==> src/rtl/clmul_pkg.sv <==
package clmul_pkg;

    localparam int OPERAND_WIDTH = 64;
    localparam int LIMB_WIDTH    = OPERAND_WIDTH / 2;
    localparam int PRODUCT_WIDTH = 2 * OPERAND_WIDTH;

    typedef logic [OPERAND_WIDTH-1:0] operand_t;
    typedef logic [LIMB_WIDTH-1:0]    limb_t;
    typedef logic [2*LIMB_WIDTH-1:0]  limb_prod_t;   // top bit is always zero.
    typedef logic [PRODUCT_WIDTH-1:0] product_t;     // top bit is always zero.

    typedef enum logic [1:0] {
        pair_lo,
        pair_hi,
        pair_mid
    } pair_e;

    typedef enum logic [1:0] {
        st_idle,
        st_load,
        st_mult,
        st_write
    } eval_state_e;

    typedef struct packed {
        pair_e tag;
        limb_t x;
        limb_t y;
    } limb_pair_t;

    typedef struct packed {
        logic       valid;
        pair_e      tag;
        limb_prod_t data;
    } product_wr_t;

    typedef struct packed {
        limb_prod_t lo;
        limb_prod_t mid;
        limb_prod_t hi;
    } partials_t;

endpackage

==> src/rtl/limb_clmul.sv <==
module limb_clmul #(
    parameter int WIDTH = 32
) (
    input  logic                  clk,
    input  logic                  reset,
    input  logic                  load,
    input  clmul_pkg::limb_t      x,
    input  clmul_pkg::limb_t      y,
    output clmul_pkg::limb_prod_t result,
    output logic                  done
);
    localparam int CNT_W = $clog2(WIDTH);

    logic [2*WIDTH-1:0] x_sh;
    logic [WIDTH-1:0]   y_sh;
    logic [2*WIDTH-1:0] acc;
    logic [2*WIDTH-1:0] acc_next;
    logic [CNT_W-1:0]   count;
    logic               running;

    // one multiplier bit per cycle with the lsb first.
    assign acc_next = y_sh[0] ? (acc ^ x_sh) : acc;

    // y_sh is empty once all bits are used, so acc_next then equals acc.
    assign result = acc_next;
    assign done   = running && (count == '0);   // result already includes the last shift.

    always_ff @(posedge clk) begin
        if (reset) begin
            running <= 1'b0;
            count   <= '0;
        end else if (load) begin
            running <= 1'b1;
            count   <= CNT_W'(WIDTH - 1);
        end else if (running) begin
            if (count == '0) begin
                running <= 1'b0;
            end else begin
                count <= count - 1'b1;
            end
        end
    end

    always_ff @(posedge clk) begin
        if (load) begin
            acc  <= '0;
            x_sh <= {{WIDTH{1'b0}}, x};
            y_sh <= y;
        end else if (running) begin
            acc  <= acc_next;
            x_sh <= x_sh << 1;
            y_sh <= y_sh >> 1;
        end
    end

endmodule

==> src/rtl/operand_eval.sv <==
module operand_eval (
    input  logic                   clk,
    input  logic                   reset,
    input  logic                   start,
    input  clmul_pkg::operand_t    a,
    input  clmul_pkg::operand_t    b,
    output logic                   busy,
    output logic                   clear,
    output clmul_pkg::product_wr_t wr
);
    clmul_pkg::eval_state_e state;
    clmul_pkg::pair_e       pair;
    clmul_pkg::operand_t    op_a;
    clmul_pkg::operand_t    op_b;
    clmul_pkg::limb_t       a_lo;
    clmul_pkg::limb_t       a_hi;
    clmul_pkg::limb_t       b_lo;
    clmul_pkg::limb_t       b_hi;
    clmul_pkg::limb_pair_t  job;
    clmul_pkg::limb_prod_t  mul_result;
    logic                   mul_done;
    logic                   accept;

    assign accept = (state == clmul_pkg::st_idle) && start;   // start is dropped while busy.
    assign busy   = (state != clmul_pkg::st_idle);

    assign {a_hi, a_lo} = op_a;
    assign {b_hi, b_lo} = op_b;

    // the two-way split evaluates at 0, infinity and 1.
    always_comb begin
        job.tag = pair;
        case (pair)
            clmul_pkg::pair_lo: begin
                job.x = a_lo;
                job.y = b_lo;
            end
            clmul_pkg::pair_hi: begin
                job.x = a_hi;
                job.y = b_hi;
            end
            default: begin
                job.x = a_lo ^ a_hi;
                job.y = b_lo ^ b_hi;
            end
        endcase
    end

    limb_clmul #(
        .WIDTH(clmul_pkg::LIMB_WIDTH)
    ) u_limb_clmul (
        .clk    (clk),
        .reset  (reset),
        .load   (state == clmul_pkg::st_load),
        .x      (job.x),
        .y      (job.y),
        .result (mul_result),
        .done   (mul_done)
    );

    // multiplier holds its result, so the write is taken straight from it.
    always_comb begin
        wr.valid = (state == clmul_pkg::st_write);
        wr.tag   = job.tag;
        wr.data  = mul_result;
    end

    always_ff @(posedge clk) begin
        if (reset) begin
            state <= clmul_pkg::st_idle;
            pair  <= clmul_pkg::pair_lo;
            clear <= 1'b0;
        end else begin
            clear <= accept;
            case (state)
                clmul_pkg::st_idle: begin
                    if (accept) begin
                        pair  <= clmul_pkg::pair_lo;
                        state <= clmul_pkg::st_load;
                    end
                end
                clmul_pkg::st_load: begin
                    state <= clmul_pkg::st_mult;
                end
                clmul_pkg::st_mult: begin
                    if (mul_done) begin
                        state <= clmul_pkg::st_write;
                    end
                end
                clmul_pkg::st_write: begin
                    if (pair == clmul_pkg::pair_mid) begin
                        state <= clmul_pkg::st_idle;
                    end else begin
                        pair  <= (pair == clmul_pkg::pair_lo) ? clmul_pkg::pair_hi
                                                              : clmul_pkg::pair_mid;
                        state <= clmul_pkg::st_load;
                    end
                end
                default: state <= clmul_pkg::st_idle;
            endcase
        end
    end

    always_ff @(posedge clk) begin
        if (accept) begin
            op_a <= a;
            op_b <= b;
        end
    end

endmodule

==> src/rtl/product_store.sv <==
module product_store (
    input  logic                   clk,
    input  logic                   reset,
    input  logic                   clear,
    input  clmul_pkg::product_wr_t wr,
    output clmul_pkg::partials_t   partials,
    output logic                   complete
);
    logic [2:0] valid;        // bit order follows pair_e.
    logic [2:0] sel;
    logic [2:0] valid_next;

    assign sel        = wr.valid ? (3'b001 << wr.tag) : 3'b000;
    assign valid_next = valid | sel;

    always_ff @(posedge clk) begin
        if (reset) begin
            valid    <= 3'b000;
            complete <= 1'b0;
        end else if (clear) begin
            valid    <= 3'b000;
            complete <= 1'b0;
        end else begin
            valid    <= valid_next;
            complete <= (valid != 3'b111) && (valid_next == 3'b111);   // only on the last arrival.
        end
    end

    always_ff @(posedge clk) begin
        if (wr.valid) begin
            case (wr.tag)
                clmul_pkg::pair_lo:  partials.lo  <= wr.data;
                clmul_pkg::pair_hi:  partials.hi  <= wr.data;
                clmul_pkg::pair_mid: partials.mid <= wr.data;
                default: ;
            endcase
        end
    end

endmodule

==> src/rtl/interp_recombine.sv <==
module interp_recombine (
    input  logic                 clk,
    input  logic                 reset,
    input  clmul_pkg::partials_t partials,
    input  logic                 complete,
    output clmul_pkg::product_t  product,
    output logic                 done
);
    clmul_pkg::limb_prod_t middle;
    clmul_pkg::product_t   lo_ext;
    clmul_pkg::product_t   mid_ext;
    clmul_pkg::product_t   hi_ext;
    clmul_pkg::product_t   product_next;

    // in GF(2) the karatsuba subtraction is a plain xor.
    assign middle = partials.mid ^ partials.lo ^ partials.hi;

    assign lo_ext  = clmul_pkg::product_t'(partials.lo);
    assign mid_ext = clmul_pkg::product_t'(middle);
    assign hi_ext  = clmul_pkg::product_t'(partials.hi);

    assign product_next = lo_ext
                        ^ (mid_ext << clmul_pkg::LIMB_WIDTH)
                        ^ (hi_ext << clmul_pkg::OPERAND_WIDTH);

    always_ff @(posedge clk) begin
        if (reset) begin
            product <= '0;
            done    <= 1'b0;
        end else begin
            done <= complete;
            if (complete) begin
                product <= product_next;   // held until the next job completes.
            end
        end
    end

endmodule

==> src/rtl/karatsuba_clmul_top.sv <==
module karatsuba_clmul_top (
    input  logic                clk,
    input  logic                reset,
    input  logic                start,
    input  clmul_pkg::operand_t a,
    input  clmul_pkg::operand_t b,
    output logic                busy,
    output logic                done,
    output clmul_pkg::product_t product
);
    logic                   clear;
    logic                   complete;
    clmul_pkg::product_wr_t wr;
    clmul_pkg::partials_t   partials;

    operand_eval u_operand_eval (
        .clk   (clk),
        .reset (reset),
        .start (start),
        .a     (a),
        .b     (b),
        .busy  (busy),
        .clear (clear),
        .wr    (wr)
    );

    product_store u_product_store (
        .clk      (clk),
        .reset    (reset),
        .clear    (clear),
        .wr       (wr),
        .partials (partials),
        .complete (complete)
    );

    interp_recombine u_interp_recombine (
        .clk      (clk),
        .reset    (reset),
        .partials (partials),
        .complete (complete),
        .product  (product),
        .done     (done)
    );

endmodule

==> config.mk <==
export PLATFORM = sky130hd
export DESIGN_NAME = karatsuba_clmul_top
export DESIGN_NICKNAME = d
export VERILOG_FILES = /design/src/rtl/clmul_pkg.sv /design/src/rtl/limb_clmul.sv /design/src/rtl/operand_eval.sv /design/src/rtl/product_store.sv /design/src/rtl/interp_recombine.sv /design/src/rtl/karatsuba_clmul_top.sv
export SDC_FILE = /design/constraint.sdc
export NUM_CORES = 1
export LEC_CHECK = 0
export BUFFER_PORTS_ARGS = -buffer_cell sky130_fd_sc_hd__buf_4
export CAP_MARGIN = 0
export CORE_ASPECT_RATIO = 0.8
export CORE_MARGIN = 3
export CORE_UTILIZATION = 40
export CTS_CLUSTER_DIAMETER = 40
export DETAILED_ROUTE_END_ITERATION = 12
export PLACE_DENSITY = 0.62
export SETUP_SLACK_MARGIN = 0.15
export SYNTH_ARGS = -nofsm -noshare
export SYNTH_HDL_FRONTEND = slang
export SYNTH_SLANG_ARGS = --single-unit
==> constraint.sdc <==
create_clock -name clk -period 6.75 [get_ports clk]
set_input_delay 1.0125 -clock clk [delete_from_list [all_inputs] [get_ports clk]]
set_output_delay 1.0125 -clock clk [all_outputs]
set_load 0.02 [all_outputs]
==> results of run 1 <==
[per-layer routing]
| metal | wire length [um] | GRT usage [%] | up-vias |
|---|---|---|---|
| li1 | - | - | 7543 |
| met4 | 864 | 4.27 | 0 |
| met3 | 3010 | 4.06 | 64 |
| met1 | 24800 | 22.4 | 7474 |
| met5 | 0 | 0 | - |
| met2 | 24100 | 24.9 | 340 |
[synthesized netlist by cell type]
library cell,n
nor3b_2,2
or2_2,1
a22oi_1,1
a211o_1,62
or4b_4,1
edfxtp_1,384
nor2b_1,67
a21oi_1,12
o2111ai_1,62
o21ai_1,49
buf_2,40
dfxtp_1,240
inv_1,69
a31oi_1,1
o31ai_1,1
nand2b_1,4
xnor2_1,222
nand2_4,1
nand3_1,64
nor3_2,1
a211oi_1,67
buf_1,14
and2_1,2
nor3_1,4
buf_4,8
mux2_2,2
ha_1,6
mux2i_1,98
and3b_1,2
nor2_1,231
clkbuf_1,49
xor2_1,68
nand2_1,129
o21ai_0,17
a311oi_1,2
[cell type report]
cell class / count / area share (%)
repair buffers: 274 / 6.69
multi-input cells: 1179 / 25.7
flip-flops and latches: 624 / 53.2
clock inverters: 59 / 2.27
well taps: 830 / 3.38
clock buffers: 108 / 7.98
inverters: 69 / 0.842
[state kept, by name, summed over array words and instances (netlist names)]
name                                 count
u_operand_eval.state                     2
u_operand_eval.u_limb_clmul.y_sh        32
u_operand_eval.pair                      2
u_operand_eval.u_limb_clmul.count        5
u_operand_eval.clear                     1
u_product_store.complete                 1
u_product_store.valid                    3
u_product_store.partials               192
u_operand_eval.op_a                     64
u_operand_eval.u_limb_clmul.acc         64
u_operand_eval.op_b                     64
u_interp_recombine.done                  1
u_operand_eval.u_limb_clmul.running      1
u_interp_recombine.product             128
u_operand_eval.u_limb_clmul.x_sh        64
[final timing paths]
check / start / to / slack, ps / cells past startpoint
worst min-delay path: u_operand_eval.clear$_SDFF_PP0_ / u_product_store.valid[2]$_SDFF_PP0_ / 470 / 1
worst min register to register: u_operand_eval.clear$_SDFF_PP0_ / u_product_store.valid[2]$_SDFF_PP0_ / 470 / 1
worst max register to register: u_operand_eval.pair[1]$_SDFFE_PP0P_ / u_product_store.complete$_SDFF_PP0_ / 3460 / 6
worst max-delay path: u_operand_eval.pair[1]$_SDFFE_PP0P_ / u_product_store.complete$_SDFF_PP0_ / 3460 / 6
[worst max-delay path: stages, from the launching register on]
cell and delay (ps):
dfxtp_4 680, buf_4 760, and3b_4 690, buf_4 550, nor2_1 100, nor3_2 130, nor3b_2 170
[where the power goes]
part	leakage, nW	switching, mW	internal, mW
Clock	1.52	1.79	2.99
Sequential	5.39	0.397	4.90
Combinational	4.06	1.14	0.636
[logic make-up (layout without fill, tap and decap cells)]
| kind of cell | count (synthesis) | in the layout | share of synthesized area, % |
|---|---|---|---|
| and+or+nand+nor | 509 | 509 | 8.94 |
| adders and majority gates | 6 | 6 | 0.301 |
| DFF | 624 | 624 | 65.4 |
| buffers and inverters | 180 | 510 | 3.03 |
| muxes | 100 | 100 | 4.02 |
| AOI/OAI and AO/OA | 274 | 274 | 8.09 |
| xor gates and xnor gates | 290 | 290 | 10.2 |
[stage by stage]
| step | cells | instance area, um^2 | setup slack (ps) | total power [mW] | utilization, % |
|---|---|---|---|---|---|
| detailed placement | 2976 | 27600 | 3460 | 7.18 | 44.9 |
| CTS | 3143 | 30800 | 3440 | 12.0 | 50.1 |
| finish | 3143 | 30800 | 3460 | 11.8 | 50.1 |
| global route | 3143 | 30800 | 3170 | 12.4 | 50.1 |
| floorplan | 1983 | 25000 | 2310 | 6.55 | - |
| global placement | 2976 | 27600 | 3580 | 7.11 | 44.9 |
==> metrics, run 1 <==
Worst Tran Pin Value=1030 ps; Final Hold Slack=469 ps; commonest non-fill, non-tap cells in the layout=edfxtp_1 (384), buf_4 (274), dfxtp_1 (236); min-delay worst type=register to register; Lkg Pwr=11.0 nW; Multi-input gate area=7900 um^2; Max Slew Vio Count=0; DRC Markers=0; largest net degree at the start of global routing=92; Post-Synthesis Cells=1983; status=complete, no violations; Die ar.=65500 um^2; total negative slack=0 ps; fraction of post-synthesis cell area in the top cell type by area=46.2%; GR Overflow Total=0; Post-DP HPWL=33.8 mm; average size of a mapped cell=12.6 um^2; register area=16300 um^2; YS warnings=0; fin crit period=3290 ps; die width=285 um; maximum VDD drop=244 uV; Starting Density=40.6%; Worst Setup End Kind=register; Chip Height=229 um; cts repair resizes=0; clk_lat worst skew=630 ps; clk_skew=21.8 ps; port bufs=260; CTS tree=done; std cell rows=81; Syn Std Cell Area=25000 um^2; GRT Overall Usage=16.0%; unrepaired setup endpoints after global routing=no; CP arrival=3830 ps; Detailed Route Iter0 Violations=932; CORE AREA=61400 um^2; Period Utilization, post-route=48.8%; pwr dens=385 nW/um^2; DRT Pass-1 Iters=5; H-tree level count=3; Setup Buffers After CTS=0; critical path type=register to register; CTS Buf Count=89; Setup violations, final=0; # nets final=2374; post-synthesis cell type count=35; Routed WL=52.7 mm; number of clock sinks=624; Max Freq=303 MHz; clock root buffer=clkbuf_16; Area contributors post-synth=edfxtp_1 (46%), dfxtp_1 (19%), xnor2_1 (7.8%); Synth-to-Final Area Change=23.2%; Routed Antenna Nets=0; vias in the first global route=15.1k; post-synthesis net count=2120; RD Place Congestion=0.755; filler instances=5349; post-synthesis sequential area ratio=65.4%; Final Hold Viols=0; Setup crit start kind=register; required time of the critical path=7280 ps; first-pass GRT wire length=83.6 mm; IO Count=261; post-synth top area cell=edfxtp_1; share of layout cells above drive strength 1=19.4%; Slew HR=31.1%; ANT cells=0; initial antenna violation count=1; worst-path maximum fanout=83; max-cap viol count=0; routed len/inst=16.8 um; routed vias=15.4k; synthesized flop and latch total=624; leading cell type in the layout, fill and taps excluded=edfxtp_1; CTS Hold Bufs=0; CTS Buffer Depth=3; routed vias/inst=4.91; CTS clk-pin slew, worst paths=50 ps
No activity file was read; power rests on OpenSTA's default activity.
==> run 2, diff against run 1 <==
==> constraint.sdc (replaced) <==
create_clock -name clk -period 3.29 [get_ports clk]
set_input_delay 0.4935 -clock clk [delete_from_list [all_inputs] [get_ports clk]]
set_output_delay 0.4935 -clock clk [all_outputs]
set_load 0.02 [all_outputs]
==> metrics, run 2 (synthesis gave the netlist of run 1 again) <==
filler instances=5318; CTS Buf Count=82; die width=285 um; IO Count=261; post-layout util=49.7%; Reg2Reg Depth=4; Reg-to-Reg End=u_operand_eval.u_limb_clmul.x_sh[16]$_DFFE_PP_; DRT Pass-1 Iters=5; CTS clk-pin slew, worst paths=60 ps; share of layout cells above drive strength 1=19.0%; required time of the critical path=3620 ps; H-tree level count=3; Worst Setup End Kind=register; Chip Height=229 um; status=complete, no violations; # nets final=2375; Setup violations, final=0; total negative slack=0 ps; hold path depth=1; Finished Layout Cells=3135; cts repair resizes=0; Final Hold Viols=0; Setup crit start kind=register; RD Place Congestion=0.738; ANT cells=0; Period Utilization, post-route=68.5%; pwr dens=764 nW/um^2; min-delay worst type=input pin to register; Starting Density=40.6%; Finished Cell Area=30500 um^2; clk_lat worst skew=610 ps; GR Overflow Total=0; first-pass GRT wire length=82.9 mm; GRT Overall Usage=15.8%; max incr delay on CP=850 ps; Worst Tran Pin Value=1160 ps; cells along the critical path=buf_4, nand3_1, o2111ai_1, o21ai_1; Die ar.=65500 um^2; Slew HR=22.5%; HP Start=b[60]; number of clock sinks=624; Most flops, register=u_product_store.partials; CTS Buffer Depth=3; crit path max-delay cell type=buf_4; placed cell areas=27700 um^2; fin crit period=2250 ps; Setup Buffers After CTS=0; Post-DP HPWL=34.3 mm; routed vias=15.3k; max-cap viol count=0; commonest non-fill, non-tap cells in the layout=edfxtp_1 (384), buf_4 (276), dfxtp_1 (236); DRC Markers=0; CP arrival=2580 ps; setup slack, reg-to-reg=1040 ps; largest registers=u_product_store.partials (192), u_interp_recombine.product (128); Detailed Route Iter0 Violations=941; routed vias/inst=4.88; vias in the first global route=15.4k; largest net degree at the start of global routing=139; Lkg Pwr=10.8 nW; CTS Hold Bufs=0; Routed Antenna Nets=0; worst-path maximum fanout=115; maximum VDD drop=470 uV; port bufs=260; Synth-to-Final Area Change=22.2%; CTS tree=done; Max Freq=444 MHz; critical path type=register to register; leading cell type in the layout, fill and taps excluded=edfxtp_1; Max Slew Vio Count=0; hold path endpoint=u_operand_eval.op_b[60]$_DFFE_PP_; Largest register FFs=192; clock root buffer=clkbuf_16; Post-Place Cells=2984; initial antenna violation count=0; unrepaired setup endpoints after global routing=no; std cell rows=81; clk_skew=19.4 ps; reg-to-reg startpoint=u_operand_eval.pair[1]$_SDFFE_PP0P_; Routed WL=51.7 mm; routed len/inst=16.5 um; CORE AREA=61400 um^2
[run 2: cell count changes in the layout (fill, tap and decap cells not counted), moves of 4 or more]
| cell | delta |
|---|---|
| inv_8 | -4 |
| clkbuf_16 | -8 |
| clkbuf_8 | -5 |
| clkinv_1 | +4 |
| buf_12 | +6 |
[run 2: routing by layer]
metal  share of wire [%]  GRT usage, %
met5                   0             0
met4                 2.2          4.57
met3                 5.0          3.80
met2                  45          24.7
met1                  48          21.8
[run 2: layout make-up]
type	instances	area [um^2]	share of cell area, %
sequential	624	16400	53.6
multi-input combinational	1179	7900	25.9
timing repair buffer	282	2190	7.19
clock buffer	94	2180	7.15
tap	830	1040	3.40
clock inverter	57	586	1.92
inverter	69	259	0.849
[run 2: worst max-delay path by stage]
| stage | from | to |
|---|---|---|
| 2_1_floorplan | u_operand_eval.state[1]$_SDFFE_PP0P_ | u_product_store.complete$_SDFF_PP0_ |
| 3_3_place_gp | u_operand_eval.u_limb_clmul.running$_SDFF_PP0_ | u_operand_eval.u_limb_clmul.acc[15]$_SDFFE_PP0P_ |
| 3_5_place_dp | u_operand_eval.u_limb_clmul.running$_SDFF_PP0_ | u_operand_eval.u_limb_clmul.acc[10]$_SDFFE_PP0P_ |
| 4_1_cts | u_operand_eval.u_limb_clmul.running$_SDFF_PP0_ | u_operand_eval.u_limb_clmul.acc[10]$_SDFFE_PP0P_ |
| 5_1_grt | u_operand_eval.pair[1]$_SDFFE_PP0P_ | u_operand_eval.u_limb_clmul.x_sh[15]$_DFFE_PP_ |
| 6_report | u_operand_eval.pair[1]$_SDFFE_PP0P_ | u_operand_eval.u_limb_clmul.x_sh[16]$_DFFE_PP_ |
[run 2: where the power goes]
| group | switching (mW) | total, mW | internal (mW) |
|---|---|---|---|
| clock network | 3.47 | 8.80 | 5.33 |
| logic | 2.18 | 3.53 | 1.34 |
| registers | 0.925 | 11.0 | 10.0 |
[run 2: stage by stage]
stage	setup WS [ps]	hold slack, ps	power [mW]
global route	829	12.9	24.5
finish	1040	55.7	23.3
floorplan	429	441	13.4
detailed placement	1100	477	14.7
CTS	1060	13.6	23.6
global placement	1180	462	14.5
[run 2: critical path: cells and delay by family (launching register included)]
family,cells,cell delay (ps)
buf+inv,1,850
simple gates,1,150
compound gates,2,360
flops,1,480
